<file path="src/design/pipelinePkg.sv">
`default_nettype none

package pipelinePkg;

    // widths
    localparam int addrWidth = 4;
    localparam int botWidth = 128;

    // pipeline latencies and sizes
    localparam int inputDelay = 2;
    localparam int fifoDepth = 32;
    localparam int beatCount = 4;

    // source may send a new bot while the fill level is at or below this
    localparam int readyLevel = 16;

    // truth table of seven variables
    typedef logic [botWidth-1:0] botT;
    typedef logic [addrWidth-1:0] addrT;

    // bit k requests permutation k of variables 4, 5 and 6
    typedef logic [5:0] permMaskT;

    typedef logic [5:0] countT;
    typedef logic [37:0] sumT;
    typedef logic [2:0] coeffCountT;
    typedef logic [4:0] fifoLevelT;

    typedef enum logic {
        permIdle,
        permBurst
    } permState;

    typedef enum logic [1:0] {
        coreIdle,
        coreWait,
        coreRun,
        coreFinish
    } coreState;

endpackage

`default_nettype wire

</file>
<file path="src/design/pipelineIfs.sv">
`default_nettype none

// permuter to FIFO, one copy per cycle while botValid is high
interface permLink import pipelinePkg::*; ();
    logic botValid;
    botT bot;
    addrT addr;
    fifoLevelT level;

    modport permSide (
        output botValid, bot, addr
    );

    modport fifoSide (
        input botValid, bot, addr,
        output level
    );
endinterface

// FIFO to core, dataValid one cycle after an accepted readRequest
interface coreLink import pipelinePkg::*; ();
    logic readRequest;
    logic dataValid;
    botT bot;
    addrT addr;

    modport fifoSide (
        input readRequest,
        output dataValid, bot, addr
    );

    modport coreSide (
        output readRequest,
        input dataValid, bot, addr
    );
endinterface

`default_nettype wire

</file>
<file path="src/design/botFifo.sv">
`default_nettype none

module botFifo import pipelinePkg::*; (
    input logic clk,
    input logic rstN,
    permLink.fifoSide inLink,
    coreLink.fifoSide outLink
);

    botT botMem [fifoDepth];
    addrT addrMem [fifoDepth];

    logic [$clog2(fifoDepth)-1:0] wrPtr;
    logic [$clog2(fifoDepth)-1:0] rdPtr;
    // one extra bit so a full buffer is distinguishable from empty
    logic [$clog2(fifoDepth):0] fill;
    logic doWrite;
    logic doRead;

    assign doWrite = inLink.botValid;
    assign doRead = outLink.readRequest && (fill != '0);

    always_ff @(posedge clk) begin
        if (doWrite) begin
            botMem[wrPtr] <= inLink.bot;
            addrMem[wrPtr] <= inLink.addr;
        end
    end

    always_ff @(posedge clk) begin
        if (!rstN) begin
            wrPtr <= '0;
            rdPtr <= '0;
            fill <= '0;
        end else begin
            if (doWrite) begin
                wrPtr <= wrPtr + 1'b1;
            end
            if (doRead) begin
                rdPtr <= rdPtr + 1'b1;
            end
            fill <= fill + (doWrite ? 1'b1 : 1'b0) - (doRead ? 1'b1 : 1'b0);
        end
    end

    // registered read port
    always_ff @(posedge clk) begin
        if (doRead) begin
            outLink.bot <= botMem[rdPtr];
            outLink.addr <= addrMem[rdPtr];
        end
    end

    always_ff @(posedge clk) begin
        if (!rstN) begin
            outLink.dataValid <= 1'b0;
        end else begin
            outLink.dataValid <= doRead;
        end
    end

    // level saturates, a completely full buffer reads as 31
    assign inLink.level = fill[$clog2(fifoDepth)] ? '1 : fifoLevelT'(fill);

    noOverflow: assert property (@(posedge clk) disable iff (!rstN)
        inLink.botValid |-> fill != fifoDepth);

endmodule

`default_nettype wire

</file>
<file path="src/flat_wrapper.sv">
// flat-port wrapper written by rule: the top's interface ports become plain ports
module botFifo_flat import pipelinePkg::*;
  (clk, rstN, inLink_botValid, inLink_bot, inLink_addr, inLink_level, outLink_readRequest, outLink_dataValid, outLink_bot, outLink_addr);
  permLink inLink_i ();
  coreLink outLink_i ();
  input logic clk;
  input logic rstN;
  input wire logic [$bits(inLink_i.botValid)-1:0] inLink_botValid;
  input wire logic [$bits(inLink_i.bot)-1:0] inLink_bot;
  input wire logic [$bits(inLink_i.addr)-1:0] inLink_addr;
  output wire logic [$bits(inLink_i.level)-1:0] inLink_level;
  input wire logic [$bits(outLink_i.readRequest)-1:0] outLink_readRequest;
  output wire logic [$bits(outLink_i.dataValid)-1:0] outLink_dataValid;
  output wire logic [$bits(outLink_i.bot)-1:0] outLink_bot;
  output wire logic [$bits(outLink_i.addr)-1:0] outLink_addr;
  assign inLink_i.botValid = inLink_botValid;
  assign inLink_i.bot = inLink_bot;
  assign inLink_i.addr = inLink_addr;
  assign inLink_level = inLink_i.level;
  assign outLink_i.readRequest = outLink_readRequest;
  assign outLink_dataValid = outLink_i.dataValid;
  assign outLink_bot = outLink_i.bot;
  assign outLink_addr = outLink_i.addr;
  botFifo u_core (.clk(clk), .rstN(rstN), .inLink(inLink_i), .outLink(outLink_i));
endmodule
</file>
<file path="config.mk">
export PLATFORM = sky130hd
export DESIGN_NAME = botFifo_flat
export DESIGN_NICKNAME = d
export VERILOG_FILES = /design/src/design/pipelinePkg.sv /design/src/design/pipelineIfs.sv /design/src/design/botFifo.sv /design/src/flat_wrapper.sv
export SDC_FILE = /design/constraint.sdc
export NUM_CORES = 2
export LEC_CHECK = 0
export CAP_MARGIN = 25
export CORE_ASPECT_RATIO = 1.2
export CORE_MARGIN = 5
export CORE_UTILIZATION = 45
export CTS_CLUSTER_DIAMETER = 50
export DETAILED_ROUTE_END_ITERATION = 12
export DONT_BUFFER_PORTS = 1
export GPL_ROUTABILITY_DRIVEN = 0
export HOLD_SLACK_MARGIN = 0.06
export PLACE_DENSITY_LB_ADDON = 0.05
export SYNTH_ARGS = -nofsm -noshare
export SYNTH_HDL_FRONTEND = slang
export SYNTH_MEMORY_MAX_BITS = 65536
export SYNTH_SLANG_ARGS = --single-unit
</file>
<file path="constraint.sdc">
create_clock -name clk -period 17.9 [get_ports clk]
set_clock_uncertainty 0.1 [all_clocks]
set_input_delay 3.58 -clock clk [delete_from_list [all_inputs] [get_ports clk]]
set_output_delay 3.58 -clock clk [all_outputs]
set_load 0.02 [all_outputs]
</file>
== Word-level counts from Yosys, hierarchy flattened ==
Memories as Yosys holds them, arrays and structs flattened. A register that Yosys moved wholly into a read port is not among the register bits.
Cells that the tools add are included.

* Flip-flop bits (word level): 17
* Memory bits (writable): 4224
* Bits of input ports: 136
* Output and inout port bits: 138
* Word-level logic and storage cells: 17
* Memories: 2

* $add $sub $neg: 4
* Mux-type cells: 5
* Reductions and logical operators: 2

{| class="wikitable"
|+ Memories
! memory !! depth !! bits a word !! rd ports !! clocked after memory_dff !! wr ports !! line !! text
|-
| u_core.botMem || 32 || 128 || 1 || 1 || 1 || botFifo.sv:10 || <nowiki>botT botMem [fifoDepth];</nowiki>
|-
| u_core.addrMem || 32 || 4 || 1 || 1 || 1 || botFifo.sv:11 || <nowiki>addrT addrMem [fifoDepth];</nowiki>
|}

{| class="wikitable"
|+ Operator list
! operator !! number
|-
| adder 5 x 1 -> 5 bit, second input constant || 2
|-
| adder 6 bit || 1
|-
| nonzero test 6 bit || 1
|-
| subtractor 6 bit || 1
|-
| 2-to-1 mux 5 bit || 1
|-
| 2-to-1 mux 1 bit || 4
|-
| logical AND 1 bit || 1
|}

== Depth between registers and ports, before layout ==
* Depth in word-level cells: 4
* Gate-level depth with buffers: 13
* Mapped depth without buffers: 13

== Worst setup path before layout ==
No wires, ideal clock.

* Kind: input port to flip-flop
* From: input port inLink_botValid
* To: memory u_core.addrMem[15][0] in the netlist's numbering, enable pin
* Library setup time: 0.626 ns
* Data arrival time: 9.625 ns
* Slack: 7.548 ns
* Cell stages on the path: 3
* Buffers on the path: 1
* Cells stage by stage: clkbuf_1 -> nand2_1 -> nor2_1

* Word-level cells in the longest chain between the ends: 2

{| class="wikitable"
|+ Ends and longest elaborated chain
! what !! line !! text
|-
| start: declaration || flat_wrapper.sv:8 || <nowiki>input wire logic [$bits(inLink_i.botValid)-1:0] inLink_botValid;</nowiki>
|-
| 2-to-1 mux 1 bit || botFifo.sv:24 || <nowiki>if (doWrite) begin</nowiki>
|-
| 2-to-1 mux 1 bit (implied by the code) || botFifo.sv:26 || <nowiki>addrMem[wrPtr] <= inLink.addr;</nowiki>
|-
| end: declaration || botFifo.sv:11 ||
|}

No other way between the ends.

== Final worst setup path ==
* From: input port inLink_botValid
* To: memory u_core.botMem[21][47] in the netlist's numbering, enable pin

* Word-level cells in the longest chain between the ends: 2

{| class="wikitable"
|+ Ends and longest elaborated chain
! what !! line !! text
|-
| 2-to-1 mux 1 bit || botFifo.sv:24 ||
|-
| 2-to-1 mux 1 bit (implied by the code) || botFifo.sv:25 || <nowiki>botMem[wrPtr] <= inLink.bot;</nowiki>
|-
| end: declaration || botFifo.sv:10 ||
|}

No other way between the ends.

==> reports/qor.txt <==
Met2 Usage GRT = 0.391
Tcrit/Tclk final = 0.345
Routed Antenna Nets = 0
Finish-stage setup viols = 0
Worst hold-check path type = reg -> reg
Global-route wire length before repair = 629 mm
P_sw = 0.00568 W
Row cnt = 243
Final Hold Viols = 0
Post-synthesis instance area = 164000 sq um
Outcome = finished, final reports clean
Routed WL per cell = 34.9 microns
Final Worst Setup Slack = 11.72 ns
Die ar. = 378000 sq um
Largest area contributor in the netlist = edfxtp_1
Worst setup SP type = primary input
Final WL = 449 mm
Max_slew headroom = 0.204
Cell Area, Placed = 170000 sq um
Hold_buf cts = 0
TritonCTS clock tree = built
Mapped Cells = 7457
Root Buffer = clkbuf_16
Critical path fanouts, max = 44
CTS buffer count = 471
DR DRC count = 0
GR Util met1 = 0.316
Synth top cells by count = edfxtp_1 (4356), mux2i_1 (739), mux4_2 (687)
Dpl hpwl = 239 mm
Initial DRC count = 7478
Switching part of the total = 0.235
Synth Flop Type = edfxtp_1
Most common cell in the netlist = edfxtp_1
Die Height = 672 microns
Fmax = 0.162 GHz
Distinct cells, synth = 51
Number of global-route vias before repair = 81000
Worst Max-Slew Pin Slew = 1.19 ns
Placeable Area = 365000 sq um
Drt pass-1 iters = 5
Clock slew at reported path FFs = 0.06 ns
Crit path DAT = 6.66 ns
Ratio of cells with drive above 1 in the final layout = 0.199
Clock latency on the worst-skew pair = 0.98 ns
Design area = 186000 sq um
Share of the synthesized area in the top cell type = 0.795
Setup TNS = 0 ns
H-tree levels = 5
Power Density = 130 nW/um^2
Comb power frac = 0.106
Die Wd = 562 microns
Sequential share of power = 0.486
Clk sinks = 4373
Top post-synthesis cells by area = edfxtp_1 (80%), mux4_2 (9.4%), mux2i_1 (4.5%)
Setup crit end kind = register
Max Cap Viol = 0
RSZ-0062 raised after global routing = no
Post-Syn Area per Cell = 22.1 sq um
Leak = 55.8 nW
Total of cells resized after clock tree synthesis = 0
Port buffer count = 0
# IOs = 274
DP Cell Count = 12000
Largest net degree at the start of global routing = 107
Grt met3 use = 0.0484
Final Max Tran Viols = 0
Syn. warnings = 0
Detailed-route via count = 77500
Post-Syn Nets = 7607
Crit Path Class = in -> reg
Post-synthesis async set-or-reset flop share = 0
Max IR drop VDD = 142 uV
Clock network power share = 0.408
Gr ovfl total = 0
Area Overhead vs Synth = 13.2%
# nets final = 7833
Global Route Usage Sum = 0.235
EDFF count, synth = 4356
Seq cells post-synth = 4373
Starting density of the core = 0.451
Required time of the critical path = 18.38 ns
Final cell count without fillers = 12900
Post-synthesis sequential area ratio = 0.797
CTS max path bufs = 4
Setup Buffers After CTS = 0
Initial antenna violation count = 23
Pre-CTS WS = 10.78 ns
Tmin final = 6.18 ns
Global route hottest layer = met2
Int Pwr = 0.0185 W
Vias per inst = 6.02
registers in the layout, summed over array words and instances (netlist names):
signal,flops
u_core.fill,6
u_core.outLink.bot,128
u_core.rdPtr,5
u_core.addrMem,128
u_core.outLink.dataValid,1
u_core.wrPtr,5
u_core.botMem,4096
u_core.outLink.addr,4
placed cells by master, fill, tap and decap left out, types with 7 or more instances in the layout:
| cell | count |
|---|---|
| buf_12 | 28 |
| o22ai_1 | 118 |
| mux2i_1 | 739 |
| clkbuf_16 | 476 |
| nand3b_1 | 7 |
| clkinv_2 | 61 |
| nand4_1 | 52 |
| nor3_1 | 47 |
| a21oi_1 | 87 |
| buf_4 | 139 |
| clkbuf_8 | 8 |
| inv_1 | 11 |
| and2_1 | 13 |
| a211oi_1 | 85 |
| dfxtp_1 | 12 |
| ha_1 | 13 |
| mux4_2 | 687 |
| nand3_1 | 8 |
| clkinv_1 | 97 |
| o211ai_1 | 46 |
| inv_6 | 20 |
| clkinv_4 | 8 |
| nor2_4 | 33 |
| clkbuf_1 | 93 |
| nand2_1 | 105 |
| buf_16 | 8 |
| o22a_1 | 46 |
| o221ai_1 | 85 |
| clkinvlp_4 | 30 |
| bufinv_16 | 65 |
| nor2_1 | 51 |
| a22oi_1 | 370 |
| edfxtp_1 | 4356 |
worst max-delay path: stages:
cell and delay [ns]:
nand2_1 0.40, nor2_4 0.88, buf_4 0.77, buf_4 0.73
power groups by stage:
stage / clock [W] / combinational [W] / sequential, W
2_1_floorplan: 0 / 0.00194 / 0.0119
3_3_place_gp: 0 / 0.00263 / 0.0120
3_5_place_dp: 0 / 0.00264 / 0.0120
4_1_cts: 0.0101 / 0.00264 / 0.0118
5_1_grt: 0.0105 / 0.00275 / 0.0118
6_report: 0.00986 / 0.00257 / 0.0118
metrics by stage:
stage,hold WS [ns],util,power [W]
after floorplan,0.439,-,0.0138
after global placement,0.459,0.467,0.0146
after detailed placement,0.478,0.467,0.0146
after CTS,0.526,0.511,0.0245
after global routing,0.550,0.511,0.0250
final,0.522,0.511,0.0242
area by class of cell:
type | count | area [sq um]
Sequential cell | 4373 | 131000
Antenna cell | 2 | 5.00
Fill cell | 28800 | 178000
Clock inverter | 294 | 3350
Timing Repair Buffer | 175 | 1820
Multi-Input combinational cell | 2650 | 31400
Clock buffer | 577 | 12400
Tap cell | 4777 | 5980
Inverter | 12 | 52.6
worst paths after layout:
kind,startpoint,end,slack [ns],cells after the start
setup reg to reg,u_core.rdPtr[1]$_SDFFE_PN0P_,u_core.outLink.bot[29]$_DFFE_PP_,12.42,8
hold reg to reg,u_core.wrPtr[1]$_SDFFE_PN0P_,u_core.wrPtr[1]$_SDFFE_PN0P_,0.52,2
setup / recovery,inLink_botValid,u_core.botMem[21][47]$_DFFE_PP_,11.72,4
hold / removal,u_core.wrPtr[1]$_SDFFE_PN0P_,u_core.wrPtr[1]$_SDFFE_PN0P_,0.52,2
routing by layer:
metal / vias up / part of all wire / routed length [microns]
li1: 32100 / - / -
met1: 42300 / 0.41 / 183000
met2: 2401 / 0.50 / 223000
met3: 625 / 0.066 / 29600
met4: 8 / 0.030 / 13400
met5: - / 0.000096 / 43
kinds of logic (layout without fill, tap and decap cells):
kind of cell / count (synthesis) / in the layout / share of synthesized area
AO/OA/AOI/OAI: 847 / 847 / 0.0374
XOR/XNOR: 10 / 10 / 0.000533
adder cells (fa/ha/maj): 14 / 14 / 0.00111
buffers and inverters: 434 / 1058 / 0.0137
flip-flops: 4373 / 4373 / 0.797
multiplexers: 1430 / 1430 / 0.139
other: 0 / 2 / 0
AND/OR/NAND/NOR: 349 / 349 / 0.0105
Power figures use the tool's default switching activity.
