<file path="config.mk">
export PLATFORM = sky130hd
export DESIGN_NAME = countCore_flat
export DESIGN_NICKNAME = d
export VERILOG_FILES = /design/src/design/pipelinePkg.sv /design/src/design/pipelineIfs.sv /design/src/design/countCore.sv /design/src/flat_wrapper.sv
export SDC_FILE = /design/constraint.sdc
export NUM_CORES = 1
export LEC_CHECK = 0
export BUFFER_PORTS_ARGS = -buffer_cell sky130_fd_sc_hd__buf_2
export CORE_ASPECT_RATIO = 1.4
export CORE_MARGIN = 2
export CORE_UTILIZATION = 24
export CTS_CLUSTER_SIZE = 20
export DETAILED_ROUTE_END_ITERATION = 10
export PLACE_DENSITY_LB_ADDON = 0.1
export RECOVER_POWER = 25
export SYNTH_ARGS = -nofsm -noshare
export SYNTH_HDL_FRONTEND = slang
export SYNTH_SLANG_ARGS = --single-unit
</file>
<file path="constraint.sdc">
create_clock -name clk -period 7.75 [get_ports clk]
set_input_delay 0.775 -clock clk [delete_from_list [all_inputs] [get_ports clk]]
set_output_delay 0.775 -clock clk [all_outputs]
set_load 0.05 [all_outputs]
</file>
<file path="src/design/pipelinePkg.sv">
`default_nettype none

package pipelinePkg;

    // widths
    localparam int addrWidth = 4;
    localparam int botWidth = 128;

    // pipeline latencies and sizes
    localparam int inputDelay = 2;
    localparam int fifoDepth = 32;
    localparam int beatCount = 4;

    // source may send a new bot while the fill level is at or below this
    localparam int readyLevel = 16;

    // truth table of seven variables
    typedef logic [botWidth-1:0] botT;
    typedef logic [addrWidth-1:0] addrT;

    // bit k requests permutation k of variables 4, 5 and 6
    typedef logic [5:0] permMaskT;

    typedef logic [5:0] countT;
    typedef logic [37:0] sumT;
    typedef logic [2:0] coeffCountT;
    typedef logic [4:0] fifoLevelT;

    typedef enum logic {
        permIdle,
        permBurst
    } permState;

    typedef enum logic [1:0] {
        coreIdle,
        coreWait,
        coreRun,
        coreFinish
    } coreState;

endpackage

`default_nettype wire

</file>
<file path="src/design/pipelineIfs.sv">
`default_nettype none


// FIFO to core, dataValid one cycle after an accepted readRequest
interface coreLink import pipelinePkg::*; ();
    logic readRequest;
    logic dataValid;
    botT bot;
    addrT addr;

    modport fifoSide (
        input readRequest,
        output dataValid, bot, addr
    );

    modport coreSide (
        output readRequest,
        input dataValid, bot, addr
    );
endinterface

`default_nettype wire

</file>
<file path="src/design/countCore.sv">
`default_nettype none

module countCore import pipelinePkg::*; (
    input logic clk,
    input logic rstN,
    input botT top,
    coreLink.coreSide link,
    output logic done,
    output countT count,
    output addrT addr
);

    coreState state;
    botT botHold;
    logic [$clog2(beatCount)-1:0] beat;
    countT acc;
    logic [31:0] overlap;

    // nonzero nibbles in one 32-bit slice
    function automatic countT nibbleCount(logic [31:0] x);
        countT n;
        n = '0;
        for (int q = 0; q < 8; q++) begin
            if (x[4*q +: 4] != 4'h0) begin
                n = n + 1'b1;
            end
        end
        return n;
    endfunction

    assign overlap = top[32*beat +: 32] & botHold[32*beat +: 32];

    always_ff @(posedge clk) begin
        if (!rstN) begin
            state <= coreIdle;
            beat <= '0;
            acc <= '0;
        end else begin
            case (state)
                coreIdle: state <= coreWait;
                coreWait: begin
                    // empty FIFO gives no data so ask again
                    if (link.dataValid) begin
                        state <= coreRun;
                        beat <= '0;
                        acc <= '0;
                    end else begin
                        state <= coreIdle;
                    end
                end
                coreRun: begin
                    acc <= acc + nibbleCount(overlap);
                    beat <= beat + 1'b1;
                    if (beat == beatCount - 1) begin
                        state <= coreFinish;
                    end
                end
                coreFinish: state <= coreIdle;
                default: state <= coreIdle;
            endcase
        end
    end

    always_ff @(posedge clk) begin
        if (state == coreWait && link.dataValid) begin
            botHold <= link.bot;
            addr <= link.addr;
        end
    end

    assign link.readRequest = (state == coreIdle);
    assign done = (state == coreFinish);
    assign count = acc;

    // data only arrives while the core waits for it
    validInWait: assert property (@(posedge clk) disable iff (!rstN)
        link.dataValid |-> state == coreWait);

endmodule

`default_nettype wire

</file>
<file path="src/flat_wrapper.sv">
// flat-port wrapper written by rule: the top's interface ports become plain ports
module countCore_flat import pipelinePkg::*;
  (clk, rstN, top, done, count, addr, link_readRequest, link_dataValid, link_bot, link_addr);
  coreLink link_i ();
  input logic clk;
  input logic rstN;
  input botT top;
  output logic done;
  output countT count;
  output addrT addr;
  output wire logic [$bits(link_i.readRequest)-1:0] link_readRequest;
  input wire logic [$bits(link_i.dataValid)-1:0] link_dataValid;
  input wire logic [$bits(link_i.bot)-1:0] link_bot;
  input wire logic [$bits(link_i.addr)-1:0] link_addr;
  assign link_readRequest = link_i.readRequest;
  assign link_i.dataValid = link_dataValid;
  assign link_i.bot = link_bot;
  assign link_i.addr = link_addr;
  countCore u_core (.clk(clk), .rstN(rstN), .top(top), .link(link_i), .done(done), .count(count), .addr(addr));
endmodule
</file>
Yosys cells after proc, flatten, opt, wreduce, memory -nomap -nowiden
Index checks and enable logic that the tools add are counted.

Word-level logic and storage cells: 66. Register bits after elaboration: 142.

Multiplexer cells: 31. Bitwise gates (word level): 1. Add/subtract/negate cells: 9. Reductions and logical operators: 12. Shift-type cells: 2. Equal/unequal tests: 6.

Operators with widths (count): 128-bit by 8-bit indexed part select with 32-bit output (2); 6-bit 2-to-1 mux (24); 6-bit by 1-bit adder with 6-bit output, second input constant (7); 32-bit AND (1); 4-bit nonzero test (8); 6-bit one-hot mux with 2 select lines (1); 2-bit one-hot mux with 4 select lines (1); 6-bit adder (1); 2-bit equality test, second input constant (3); 2-bit 2-to-1 mux (3); 2-bit one-hot mux with 2 select lines (1); 2-bit by 1-bit adder with 2-bit output, second input constant (1); 2-bit by 1-bit equality test with 1-bit output, second input constant (1); 2-bit zero test (1); 2-bit by 1-bit inequality test with 1-bit output, second input constant (1); 2-bit inequality test, second input constant (1); 2-bit AND reduction (1); 2-bit nonzero test (1); 1-bit logical AND (1); 1-bit 2-to-1 mux (1).

Longest topological paths before layout
Word-level depth: 36. Gate-level depth with buffers: 30.

Worst setup path before layout
No wires, ideal clock.

Path type: input to register. Start: in top[68]. End: reg u_core.acc[5] (netlist: u_core.count[5]). Path buffers: 0. Setup slack: 1.809 ns. Cell stages on the path: 28. Data arrival time: 5.865 ns. Setup time: 0.076 ns. Path through: a22oi_1 nand2_1 o211ai_1 o21ai_0 inv_1 ha_1 xnor2_4 inv_1 ha_1 a21o_1 ha_1 or3_1 o21a_1 ha_1 nand2_1 nand2_1 ha_1 mux2_2 ha_1 mux2_2 ha_1 a21o_1 a21oi_1 nor2b_1 o21a_1 o31ai_1 nand2_1 a21boi_0.

Word-level cells in the longest chain between the ends: 32.

Ends and longest elaborated chain: start, declared (RTL line flat_wrapper.sv:7) `input botT top;`; 128-bit by 8-bit indexed part select with 32-bit output * (RTL line countCore.sv:31) `assign overlap = top[32*beat +: 32] & botHold[32*beat +: 32];`; 32-bit AND * (RTL line countCore.sv:31); 4-bit nonzero test * (RTL line countCore.sv:24) `if (x[4*q +: 4] != 4'h0) begin`; 6-bit 2-to-1 mux * (RTL line countCore.sv:24); 6-bit 2-to-1 mux * (RTL line countCore.sv:39) `case (state)`; 6-bit 2-to-1 mux * (RTL line countCore.sv:34) `if (!rstN) begin`; 6-bit by 1-bit adder with 6-bit output (RTL line countCore.sv:25) `n = n + 1'b1;`; 6-bit 2-to-1 mux * (RTL line countCore.sv:24); [16 not listed]; 6-bit 2-to-1 mux * (RTL line countCore.sv:39); 6-bit 2-to-1 mux * (RTL line countCore.sv:34); 6-bit by 1-bit adder with 6-bit output (RTL line countCore.sv:25); 6-bit 2-to-1 mux * (RTL line countCore.sv:24); 6-bit 2-to-1 mux * (RTL line countCore.sv:39); 6-bit 2-to-1 mux * (RTL line countCore.sv:34); 6-bit adder * (RTL line countCore.sv:52) `acc <= acc + nibbleCount(overlap);`; 6-bit one-hot mux with 2 select lines * (RTL line countCore.sv:39); end signal, assigned (RTL line countCore.sv:52); end, declared (RTL line countCore.sv:16) `countT acc;`.

Mark *: on every way between the ends. The rest lies on a longest branch, timed or not. The select of a mux whose other input is x is not followed. A chain may end at the register's enable or synchronous reset.

Worst setup path after layout
Start: reg u_core.beat[0]. End: reg u_core.acc[5] (netlist: u_core.count[5]).

Word-level cells in the longest chain between the ends: 36. Elaborated cells on any way between the ends: 44. Those cells by class: 8 x add/sub; 2 x shift; 25 x mux; 1 x bitwise; 8 x reduce/logical.

Ends and longest elaborated chain: start, declared (RTL line countCore.sv:15) `logic [$clog2(beatCount)-1:0] beat;`; start signal, assigned (RTL line countCore.sv:53) `beat <= beat + 1'b1;`; 128-bit by 8-bit indexed part select with 32-bit output (RTL line countCore.sv:31); 32-bit AND * (RTL line countCore.sv:31); 4-bit nonzero test (RTL line countCore.sv:24); 1-bit 2-to-1 mux (RTL line countCore.sv:24); 6-bit 2-to-1 mux (RTL line countCore.sv:39); 6-bit 2-to-1 mux (RTL line countCore.sv:34); 6-bit by 1-bit adder with 6-bit output (RTL line countCore.sv:25); 6-bit 2-to-1 mux (RTL line countCore.sv:24); [20 not listed]; 6-bit 2-to-1 mux (RTL line countCore.sv:39); 6-bit 2-to-1 mux (RTL line countCore.sv:34); 6-bit by 1-bit adder with 6-bit output (RTL line countCore.sv:25); 6-bit 2-to-1 mux * (RTL line countCore.sv:24); 6-bit 2-to-1 mux * (RTL line countCore.sv:39); 6-bit 2-to-1 mux * (RTL line countCore.sv:34); 6-bit adder * (RTL line countCore.sv:52); 6-bit one-hot mux with 2 select lines * (RTL line countCore.sv:39).

Marks and branches as above.

==> results.yml <==
global_routing:
  grt_max_degree: 70
  grt_pass1_vias: 4830
  grt_pass1_wl_mm: 25.3
  grt.total_usage: 0.132
  grt-ovfl-total: 0
  antenna_found_initial: 6
logic_synthesis:
  yosysWarnings: 0
  synth_ff_type: "edfxtp_1"
  yosysTopAreaCell: "edfxtp_1"
  ys_seq_area_frac: 0.691
  yosys-top-cells-area: "edfxtp_1, a22oi_1, dfxtp_1"
  synth_fp_nets: 676
  synth.distinct_cells: 62
  synth_area_per_cell_sq_um: 15.1
  syn-instance-count: 399
  syn_area_sq_um: 6020
  async_flop_share: 0
  synth_top_area_frac: 0.658
  synth_edf_count: 132
  synth-seq-cells: 142
die:
  io_pins: 275
  rows: 68
  core_sq_um: 24700
  die_y_um: 191
  die_w_um: 138
  die-area_sq_um: 26400
  initial_core_util: 0.244
final_layout:
  area_growth_pct: 38.1
  nNetsFinal: 964
  mostFrequentLayoutCells: "buf_2, edfxtp_1, a22oi_1, nand2_1, nand3_1"
  final_common_cell: "buf_2"
  layoutNonFillerInstCount: 1021
  n_fill_cell: 2531
  drive_above_1_share: 0.461
route:
  routed_via_density: 4.37
  drtAntennaViolNets: 0
  drtIter0Drc: 114
  dr_total_vias: 4462
  firstDrtPassIters: 4
  wl_mm: 17.1
  wire_per_inst_um: 16.8
  post-route-drc-count: 0
clocking:
  htreeDepth: 4
  post_cts_resized: 0
  hold_buffers: 0
  cts-buffers-inserted: 17
  cts_setup_buffers: 0
  cts_root_buf: "clkbuf_16"
  cts_num_sinks: 142
  clk_latency_ps: 420
  clockBufferDepth: 2
  path_clk_slew_ps: 60
  cts_tree: "done"
sta:
  setup_violations: 0
  slew_headroom: 0.412
  hold_violations: 0
  fin_tns_setup_ps: 0
  fmax_ghz: 0.156
  fin_crit_ps: 6420
  slew_viol_final: 0
  finalCritPeriodShare: 0.828
  setup_slack_ps: 1330
  clock_skew_ps: 8.29
  tightest_slew_ps: 882
  rsz0062_at_grt: "false"
setup_path:
  reg2reg_to: "u_core.count[5]$_SDFFE_PN0P_"
  critPathLaunch: "u_core.beat[0]$_SDFFE_PN0P_"
  r2r_cells: 26
  cp_slowest_cell: "dfxtp_1"
  crit_fanout: 12
  crit_buf_inv: 2
  cpPeakStageDelay_ps: 680
  crit_type: "reg -> reg"
  critical_path.top_delay_family: "adder cells"
  cp-end-kind: "flip-flop"
  start_kind: "flip-flop"
  r2r_slack_ps: 1330
  arrival_ps: 6770
  cpMostUsedCell: "ha_1"
  reg2reg_from: "u_core.beat[0]$_SDFFE_PN0P_"
  cp_data_required_time_ps: 8100
pwr:
  irDropWorstVdd_mv: 0.175
  leakage_uw: 0.00340
  p_per_area_nw_per_um2: 260
placed_design:
  dp.cells: 983
  pre_cts_slack_ps: 1030
  hpwl_mm: 13.5
  io_buffers: 274
  finalWeightedCongestion: 0.791
min_path:
  hp-class: "reg -> reg"
  worstHoldStart: "u_core.count[5]$_SDFFE_PN0P_"
  hold_end: "u_core.count[5]$_SDFFE_PN0P_"
  holdPathStages: 2
run_status:
  status: "complete, no violations"
job:
  cap_viol_max_count: 0
-- flip-flops by register name (all words and copies together) (netlist names), named ones only --
register,flops
u_core.addr,4
u_core.botHold,128
u_core.count,6
u_core.state,1
u_core.beat,2
-- synthesized netlist by cell type (2+ instances only) --
cell,count
o31ai_1,2
buf_2,2
and3_1,4
o211ai_1,6
xnor2_1,8
and2_1,8
inv_1,9
ha_1,13
a22oi_1,46
nand2_1,34
edfxtp_1,132
nor2b_1,3
a21oi_1,5
dfxtp_1,10
a41oi_1,2
nand3_1,23
and4_1,2
nand3_2,2
a21boi_0,4
a21o_1,3
xor2_1,5
nand4_1,3
a222oi_1,6
or3_1,2
nor2_1,7
a221oi_1,2
o21a_1,3
o21ai_0,13
a32o_1,2
buf_6,3
clkbuf_1,2
mux2_2,2
nor3b_1,2
-- cell type report --
class	count	area [sq um]	share of cell area
Clock buffer	18	429	0.0516
Sequential cell	142	4160	0.500
Tap cell	315	394	0.0474
Multi-Input combinational cell	241	1780	0.213
Clock inverter	14	120	0.0144
Antenna cell	6	15.0	0.00180
Timing Repair Buffer	276	1390	0.167
Inverter	9	36.3	0.00436
-- cells by family (layout without fill, tap and decap cells) --
logic type / Yosys count / after routing / synth area share
other cells: 0 / 6 / 0
buf+inv: 16 / 317 / 0.0141
compound gates: 104 / 104 / 0.129
simple gates: 101 / 101 / 0.0893
mux: 4 / 4 / 0.00789
xor+xnor: 18 / 18 / 0.0378
fa+ha+maj: 14 / 14 / 0.0303
flops: 142 / 142 / 0.691
-- stage by stage --
stage               hold WS [ps]  utilization  power, uW  instance area, sq um
finish                       493        0.337       2160                  8320
global route                 492        0.337       2280                  8320
CTS                          493        0.337       2190                  8310
detailed placement           490        0.314       1420                  7760
global placement             486        0.314       1410                  7760
floorplan                    469            -       1270                  6020
-- worst max-delay path by stage --
stage | to | slack, ps | cells after the start
floorplan | u_core.count[5]$_SDFFE_PN0P_ | 1810 | 28
global placement | u_core.count[5]$_SDFFE_PN0P_ | 1190 | 29
detailed placement | u_core.count[5]$_SDFFE_PN0P_ | 1030 | 29
CTS | u_core.count[5]$_SDFFE_PN0P_ | 1240 | 26
global route | u_core.count[5]$_SDFFE_PN0P_ | 740 | 26
finish | u_core.count[5]$_SDFFE_PN0P_ | 1330 | 26
-- metal layers --
layer / track usage / part of all wire
met1: 0.131 / 0.34
met2: 0.241 / 0.57
met3: 0.0419 / 0.061
met4: 0.0714 / 0.030
met5: 0 / 0.0016
-- where the power goes --
part / switching, uW / leakage [uW] / internal [uW]
logic: 269 / 0.00185 / 233
clock network: 322 / 0.000252 / 439
registers: 13.8 / 0.00130 / 883
-- worst min-delay path, cell delays in order (launching register included) --
cell,delay (ps)
dfxtp_1,330
nand2_1,60
a21boi_0,60
Power figures use the tool's default switching activity.
