[config.mk]
export PLATFORM = sky130hd
export DESIGN_NAME = botPermuter_flat
export DESIGN_NICKNAME = d
export VERILOG_FILES = /design/src/design/pipelinePkg.sv /design/src/design/pipelineIfs.sv /design/src/design/botPermuter.sv /design/src/flat_wrapper.sv
export SDC_FILE = /design/constraint.sdc
export NUM_CORES = 1
export LEC_CHECK = 0
export BUFFER_PORTS_ARGS = -buffer_cell sky130_fd_sc_hd__clkbuf_2
export CORE_MARGIN = 2
export CORE_UTILIZATION = 46
export CTS_CLUSTER_DIAMETER = 40
export DETAILED_ROUTE_END_ITERATION = 10
export GPL_ROUTABILITY_DRIVEN = 0
export PLACE_DENSITY_LB_ADDON = 0.25
export SLEW_MARGIN = 20
export SYNTH_ARGS = -nofsm -noshare
export SYNTH_HDL_FRONTEND = slang
export SYNTH_SLANG_ARGS = --single-unit
[constraint.sdc]
create_clock -name clk -period 9.1 [get_ports clk]
set_clock_uncertainty 0.05 [all_clocks]
set_input_delay 0.91 -clock clk [delete_from_list [all_inputs] [get_ports clk]]
set_output_delay 0.91 -clock clk [all_outputs]
set_load 0.01 [all_outputs]
[src/design/pipelinePkg.sv]
`default_nettype none

package pipelinePkg;

    // widths
    localparam int addrWidth = 4;
    localparam int botWidth = 128;

    // pipeline latencies and sizes
    localparam int inputDelay = 2;
    localparam int fifoDepth = 32;
    localparam int beatCount = 4;

    // source may send a new bot while the fill level is at or below this
    localparam int readyLevel = 16;

    // truth table of seven variables
    typedef logic [botWidth-1:0] botT;
    typedef logic [addrWidth-1:0] addrT;

    // bit k requests permutation k of variables 4, 5 and 6
    typedef logic [5:0] permMaskT;

    typedef logic [5:0] countT;
    typedef logic [37:0] sumT;
    typedef logic [2:0] coeffCountT;
    typedef logic [4:0] fifoLevelT;

    typedef enum logic {
        permIdle,
        permBurst
    } permState;

    typedef enum logic [1:0] {
        coreIdle,
        coreWait,
        coreRun,
        coreFinish
    } coreState;

endpackage

`default_nettype wire

[src/design/pipelineIfs.sv]
`default_nettype none

// permuter to FIFO, one copy per cycle while botValid is high
interface permLink import pipelinePkg::*; ();
    logic botValid;
    botT bot;
    addrT addr;
    fifoLevelT level;

    modport permSide (
        output botValid, bot, addr
    );

    modport fifoSide (
        input botValid, bot, addr,
        output level
    );
endinterface


`default_nettype wire

[src/design/botPermuter.sv]
`default_nettype none

module botPermuter import pipelinePkg::*; (
    input logic clk,
    input logic rstN,
    input botT bot,
    input addrT botIndex,
    input logic isBotValid,
    input permMaskT validBotPermutations,
    permLink.permSide link
);

    // input delay line
    botT botD [inputDelay];
    addrT addrD [inputDelay];
    permMaskT maskD [inputDelay];
    logic [inputDelay-1:0] validD;

    permState state;
    permMaskT remMask;
    permMaskT nextMask;
    botT botHold;
    addrT addrHold;
    logic [2:0] permSel;

    // rearranges index bits 4..6 of the truth table per permutation k
    function automatic botT permuteBot(botT in, logic [2:0] k);
        botT res;
        logic [6:0] i;
        logic [6:0] j;
        for (int n = 0; n < botWidth; n++) begin
            i = 7'(n);
            j = i;
            case (k)
                3'd1: j[6:4] = {i[5], i[6], i[4]};
                3'd2: j[6:4] = {i[6], i[4], i[5]};
                3'd3: j[6:4] = {i[5], i[4], i[6]};
                3'd4: j[6:4] = {i[4], i[6], i[5]};
                3'd5: j[6:4] = {i[4], i[5], i[6]};
                default: j = i;
            endcase
            res[n] = in[j];
        end
        return res;
    endfunction

    always_ff @(posedge clk) begin
        botD[0] <= bot;
        addrD[0] <= botIndex;
        maskD[0] <= validBotPermutations;
        for (int s = 1; s < inputDelay; s++) begin
            botD[s] <= botD[s-1];
            addrD[s] <= addrD[s-1];
            maskD[s] <= maskD[s-1];
        end
    end

    // a strobe with an empty mask is dropped here
    always_ff @(posedge clk) begin
        if (!rstN) begin
            validD <= '0;
        end else begin
            validD <= {validD[inputDelay-2:0], isBotValid & (|validBotPermutations)};
        end
    end

    // lowest pending permutation goes first
    always_comb begin
        permSel = 3'd0;
        for (int k = 5; k >= 0; k--) begin
            if (remMask[k]) begin
                permSel = 3'(k);
            end
        end
    end

    assign nextMask = remMask & (remMask - permMaskT'(1));

    always_ff @(posedge clk) begin
        if (!rstN) begin
            state <= permIdle;
            remMask <= '0;
        end else begin
            case (state)
                permIdle: begin
                    if (validD[inputDelay-1]) begin
                        state <= permBurst;
                        remMask <= maskD[inputDelay-1];
                    end
                end
                permBurst: begin
                    remMask <= nextMask;
                    if (nextMask == '0) begin
                        state <= permIdle;
                    end
                end
                default: state <= permIdle;
            endcase
        end
    end

    always_ff @(posedge clk) begin
        if (state == permIdle && validD[inputDelay-1]) begin
            botHold <= botD[inputDelay-1];
            addrHold <= addrD[inputDelay-1];
        end
    end

    assign link.botValid = (state == permBurst);
    assign link.bot = permuteBot(botHold, permSel);
    assign link.addr = addrHold;

    // source spacing rule, otherwise the new bot is lost
    burstOverlap: assert property (@(posedge clk) disable iff (!rstN)
        validD[inputDelay-1] |-> state == permIdle);

endmodule

`default_nettype wire

[src/flat_wrapper.sv]
// flat-port wrapper written by rule: the top's interface ports become plain ports
module botPermuter_flat import pipelinePkg::*;
  (clk, rstN, bot, botIndex, isBotValid, validBotPermutations, link_botValid, link_bot, link_addr);
  permLink link_i ();
  input logic clk;
  input logic rstN;
  input botT bot;
  input addrT botIndex;
  input logic isBotValid;
  input permMaskT validBotPermutations;
  output wire logic [$bits(link_i.botValid)-1:0] link_botValid;
  output wire logic [$bits(link_i.bot)-1:0] link_bot;
  output wire logic [$bits(link_i.addr)-1:0] link_addr;
  assign link_botValid = link_i.botValid;
  assign link_bot = link_i.bot;
  assign link_addr = link_i.addr;
  botPermuter u_core (.clk(clk), .rstN(rstN), .bot(bot), .botIndex(botIndex), .isBotValid(isBotValid), .validBotPermutations(validBotPermutations), .link(link_i));
endmodule
---- Word level (Yosys, flattened, before mapping) ----
Memories as Yosys holds them, arrays and structs flattened. A register that Yosys moved wholly into a read port is not among the register bits.
Cells that the tools add are included.
word-level totals
  register bits after elaboration ......... 9
  RAM bits ................................ 276
  bits of input ports ..................... 141
  output and inout bits ................... 133
  logic and storage cells ................. 330
  memories kept ........................... 3
operators by class
  $add $sub $neg .......................... 1
  order comparisons ....................... 96
  equality and inequality tests ........... 6
  multiplexer cells ....................... 209
  bitwise gates (word level) .............. 3
  reductions and logical operators ........ 9
memories
  memory        words  bits a word  rd ports  clocked after memory_dff  wr ports  line               text
  u_core.botD   2      128          2         1                         2         botPermuter.sv:14  botT botD [inputDelay];
  u_core.maskD  2      6            2         0                         2         botPermuter.sv:16  permMaskT maskD [inputDelay];
  u_core.addrD  2      4            2         1                         2         botPermuter.sv:15  addrT addrD [inputDelay];
operators by type and width
  cell                 count
  $lt 7x8->1 const B   96
  $bmux 1 s3           96
  $mux 1               98
  $pmux 3 s2           6
  $mux 3               6
  $pmux 6 s2           1
  $reduce_or 2->1      6
  $and 6x6->6          1
  $eq 3x2->1 const B   2
  $eq 3x3->1 const B   2
  $logic_not 6->1      1
  $mux 6               1
  $reduce_or 6->1      1
  $sub 6x1->6 const B  1
  $eq 3x1->1 const B   1
  $ne 2x1->1 const B   1
  $pmux 1 s2           1
  $and 1x1->1          1
  $logic_and 1x1->1    1
  $not 1->1            1

---- Logic depth before layout (Yosys ltp) ----
  depth in word-level cells ............... 11
  depth in mapped cells ................... 7
  mapped depth without buffers ............ 4

---- Worst setup path after synthesis ----
OpenSTA, ideal clock, no wires.
  kind .................................... reg2reg
  start ................................... reg u_core.state (netlist: u_core.link.botValid)
  end ..................................... reg u_core.remMask[5]
  library setup time ...................... 0.085 ns
  arrival ................................. 5.007 ns
  data required time ...................... 8.965 ns
  setup slack ............................. 3.958 ns
  cell stages (with the launch flop) ...... 6
  path buffers ............................ 2
  clock period less this slack ............ 5.142 ns
  cell sequence ........................... dfxtp_1 > clkbuf_1 > nor2b_1 > clkbuf_1 > a22oi_1 > a21boi_0
between the ends
  cells in the longest elaborated chain, start to end .. 2
  elaborated cells between the ends (all ways) .. 3
  those cells by class .................... eq/ne (1); mux (1); bitwise (1)
RTL lines
  element                                          line               text
  from (decl)                                      botPermuter.sv:19  permState state;
  from (signal assigned)                           botPermuter.sv:81  state <= permIdle;
  from (signal assigned)                           botPermuter.sv:87  state <= permBurst;
  from (signal assigned)                           botPermuter.sv:94  state <= permIdle;
  $not 1->1                                        botPermuter.sv:84  case (state)
  $pmux 6 s2 / $ne 2x1->1 (equally long branches)  n/a
  to (signal assigned)                             botPermuter.sv:88  remMask <= maskD[inputDelay-1];
  to (signal assigned)                             botPermuter.sv:92  remMask <= nextMask;
  to (decl)                                        botPermuter.sv:20  permMaskT remMask;
Parallel ways exist; a longest one is shown, timed or not.
A chain may end at the register's enable or synchronous reset.

---- Worst setup path after layout ----
  start ................................... reg u_core.remMask[2]
  end ..................................... out link_bot[51]
between the ends
  cells in the longest elaborated chain, start to end .. 8
  elaborated cells between the ends (all ways) .. 12
  those cells by class .................... eq/ne (4); mux (6); reduce/logical (2)
RTL lines
  element                             line                text
  $mux 3 (*) (3 in a row)             botPermuter.sv:71   if (remMask[k]) begin
  $eq 3x2->1 (tied with other cells)  botPermuter.sv:34   case (k)
  $reduce_or 2->1 (no source line)    n/a
  $pmux 3 s2 (*)                      botPermuter.sv:34
  $bmux 1 s3 (*)                      botPermuter.sv:42   res[n] = in[j];
  $mux 1 (not written as such) (*)    botPermuter.sv:42
  to (decl)                           flat_wrapper.sv:12  output wire logic [$bits(link_i.bot)-1:0] link_bot;
Mark *: on every way between the ends. The rest lies on a longest branch, timed or not. The select of a mux whose other input is x is not followed.

==> flow_results.org <==
** CTS
- Post-CTS repair changed the size of 0 cells.
- Clock Sink Count :: 417
- Skew-Pair Late Insertion Delay :: 0.55 ns
- Clock-pin slew was measured on the worst setup and hold paths at 0.06 ns.
- For this design, the CTS-stage hold fixing added 0 buffers.
- TritonCTS built the clock tree.
- H-Tree Depth :: 2
- Clock tree synthesis selected as its root buffer the cell sky130_fd_sc_hd__clkbuf_16.
- Counting along the longest clock path gives a buffer depth of 3.
- In this run, CTS created clock tree buffers numbering 49.
- Buffers added to address setup during post-CTS repair amount to 0.

** Power
- Dividing total power by cell area gives a power density of 279 nW/um2.
- Summing internal, switching and leakage power gives 4250 uW.
- VDD sags by at most 0.213 mV.
- Static Leakage :: 0.00646 uW

** Layout
- Layout filler cell count :: 2,091
- Leaving out fill and tap cells, the most frequent cells in the layout are 285 x sky130_fd_sc_hd__dfxtp_1, 273 x sky130_fd_sc_hd__clkbuf_2, 132 x sky130_fd_sc_hd__edfxtp_1.
- Leading cell type in the layout, fill and taps excluded :: sky130_fd_sc_hd__dfxtp_1
- Layout cells sized above 1 :: 0.318
- Post-layout nets :: 1,273
- Area of all placed cells without fillers :: 15,200 um2
- For this run, the number of standard cells in the final layout without fillers is 1,509.
- Relative area change from synthesis to final layout :: 26.0%

** Timing
- Setup repair after global routing left no endpoint under its margin.
- The clock period could shrink to 3.97 ns.
- Maximum achievable frequency :: 252 MHz
- Total of endpoints with negative setup slack in the final report :: 0
- Summed over all failing endpoints, the final setup total negative slack is 0 ns.
- Transition time of the tightest slew-check pin :: 1.08 ns
- In the finished design, the share of the clock period the worst path needs comes to 0.436.
- The hold violation total from the final report is 0.
- The final max-slew violation count was 0.
- The worst pin sits at a relative slew slack of 0.276.

** Routing
- After detailed routing, the number of remaining DRC violations is 0.
- The detail route stage leaves a number of antenna-violating nets equal to 0.
- After detailed routing, the average wire length per cell comes to 18.2 um.
- Number of search-and-repair iterations in the first detailed-routing pass :: 5
- Total wire length after detailed routing :: 27.4 mm
- Post-DR vias/cell :: 4.95
- After the first detailed-routing iteration, the DRC count stood at 564.
- The routed layout has 7,472 vias.

** Global route
- For this run, the total global-route usage over all layers was measured as 0.193.
- Entering global routing, the biggest net connects 71 pins.
- Number of antenna violations at the first check in global routing :: 4
- The via count of the first global-routing pass came to 7,543.
- After global routing the overflow that remains totals 0.
- The first global-routing pass estimated 41.1 mm of wire.

** Worst hold path
- The worst hold path belongs to the class register to register.

** Synth
- Cells after Synth :: 873
- Ys Warns :: 0
- Syn Nets :: 1,014
- Most area-hungry cell type in the Yosys netlist :: sky130_fd_sc_hd__dfxtp_1
- For this run, asynchronously set or reset flops after synthesis account for 0.
- In the synthesized netlist the dominant register cell turns out to be sky130_fd_sc_hd__dfxtp_1.
- Sequential fraction of the synthesis area :: 0.800
- Share of Yosys cell area claimed by the top area cell type :: 0.472
- Number of register bits inferred by synthesis :: 417
- The netlist uses 43 different library cells.
- Sorting the synthesized cells by area gives the leading types as sky130_fd_sc_hd__dfxtp_1 47%, sky130_fd_sc_hd__edfxtp_1 33%, sky130_fd_sc_hd__nand2_1 3.3%, sky130_fd_sc_hd__a31oi_1 2.2%, sky130_fd_sc_hd__buf_4 2.0%.
- Syn Std Cell Area :: 12,100 um2
- Number of enable flip-flop cells after synthesis :: 132
- Average size of a mapped cell :: 13.9 um2

** Placed design
- The wire-length estimate of the detail-placed layout is 17.4 mm.
- Placed cell count :: 1,416
- In this run the cell area measured after placement is 13,500 um2.
- During placement, the flow inserted port buffers numbering 273.

** Critical path
- The critical path in this run is classified as register to primary output.
- STA classifies the critical path startpoint as a register.
- STA classifies the critical path endpoint as a primary output.
- Worst EP arrival :: 3.01 ns
- Data on the critical path is required at its endpoint by 8.14 ns.
- Minimum setup slack among reg-to-reg paths :: 6.21 ns
- Maximum net fanout on the critical path :: 24

** Floorplan
- For this design the top-level I/O count stands at 274.
- Y dimension of the die :: 166 um
- The die covers 27,600 um2.
- Starting Density :: 0.467
- # rows :: 59
- The die is 166 um wide.
- Area of the core region :: 25,900 um2

** Run status
- The flow ran to the end, and the final reports show no timing, DRC or antenna violations.

** Job
- Max-cap violations in this run came to 0.
layout make-up:
class	count	area [um2]	area share
multi-input cells	368	1990	0.130
diodes	2	5.00	0.000328
inverters	16	60.1	0.00394
flip-flops and latches	417	9670	0.634
clock buffers	64	1360	0.0889
repair buffers	280	1420	0.0931
clock inverters	27	327	0.0214
well taps	335	419	0.0275
flip-flops by register name (all words and copies together), names as in the netlist:
name / flops
u_core.addrD: 8
u_core.botD: 256
u_core.botHold: 128
u_core.link.addr: 4
u_core.link.botValid: 1
u_core.maskD: 12
u_core.remMask: 6
u_core.validD: 2
report_power, final:
part / switching [uW] / internal (uW) / leakage, uW
Clock: 751 / 1210 / 0.000824
Sequential: 29.7 / 2010 / 0.00361
Combinational: 156 / 94.7 / 0.00202
cells by family (layout without fill, tap and decap cells):
family                   after synthesis  count (layout)  share of synthesized area
flip-flops                           417             417                      0.800
adder cells (fa/ha/maj)                1               1                   0.000828
buffers and inverters                 88             387                     0.0421
other                                  0               2                          0
multiplexers                           2               2                    0.00166
AO/OA/AOI/OAI                        162             162                     0.0864
AND/OR/NAND/NOR                      203             203                     0.0695
Yosys cell counts (3+ instances only):
| master | number |
|---|---|
| sky130_fd_sc_hd__dfxtp_1 | 285 |
| sky130_fd_sc_hd__edfxtp_1 | 132 |
| sky130_fd_sc_hd__nand2_1 | 106 |
| sky130_fd_sc_hd__nor2_1 | 61 |
| sky130_fd_sc_hd__a31oi_1 | 42 |
| sky130_fd_sc_hd__buf_4 | 32 |
| sky130_fd_sc_hd__a21oi_1 | 27 |
| sky130_fd_sc_hd__a22oi_1 | 24 |
| sky130_fd_sc_hd__o21ai_0 | 21 |
| sky130_fd_sc_hd__buf_2 | 17 |
| sky130_fd_sc_hd__clkbuf_1 | 17 |
| sky130_fd_sc_hd__inv_1 | 16 |
| sky130_fd_sc_hd__o22ai_1 | 16 |
| sky130_fd_sc_hd__nand3_1 | 9 |
| sky130_fd_sc_hd__nor2b_1 | 8 |
| sky130_fd_sc_hd__nor3_1 | 8 |
| sky130_fd_sc_hd__o31ai_1 | 6 |
| sky130_fd_sc_hd__buf_6 | 5 |
| sky130_fd_sc_hd__a221o_1 | 4 |
| sky130_fd_sc_hd__o211ai_1 | 4 |
| sky130_fd_sc_hd__and2_1 | 3 |
stage by stage:
step	utilization	setup WS, ns	hold WS, ns
after global placement	0.523	5.50	0.260
final	0.588	5.13	0.268
after global routing	0.588	4.89	0.276
after floorplan	-	3.96	0.260
after detailed placement	0.523	5.40	0.262
after CTS	0.588	4.82	0.264
critical path, cell delays in order (launching register included):
cell	delay, ns
sky130_fd_sc_hd__dfxtp_1	0.69
sky130_fd_sc_hd__nor2_1	0.22
sky130_fd_sc_hd__nor2_4	0.48
sky130_fd_sc_hd__buf_4	0.43
sky130_fd_sc_hd__nor3_1	0.09
sky130_fd_sc_hd__o31ai_1	0.33
sky130_fd_sc_hd__clkbuf_2	0.21
metal layers:
layer / part of all wire / global-route usage / vias to the layer above
li1: - / - / 3552
met1: 0.41 / 0.236 / 3507
met2: 0.47 / 0.313 / 331
met3: 0.091 / 0.0672 / 78
met4: 0.032 / 0.0764 / 4
met5: 0.00099 / 0 / -
worst paths after layout:
check,start,to,depth (start not counted)
worst min register to register,u_core.botD[0][78],u_core.botD[1][78],0
worst max-delay path,u_core.remMask[2],link_bot[51],6
worst min-delay path,u_core.botD[0][78],u_core.botD[1][78],0
worst max register to register,u_core.link.botValid,u_core.botHold[14],3
(Power assumes the default switching activity.)
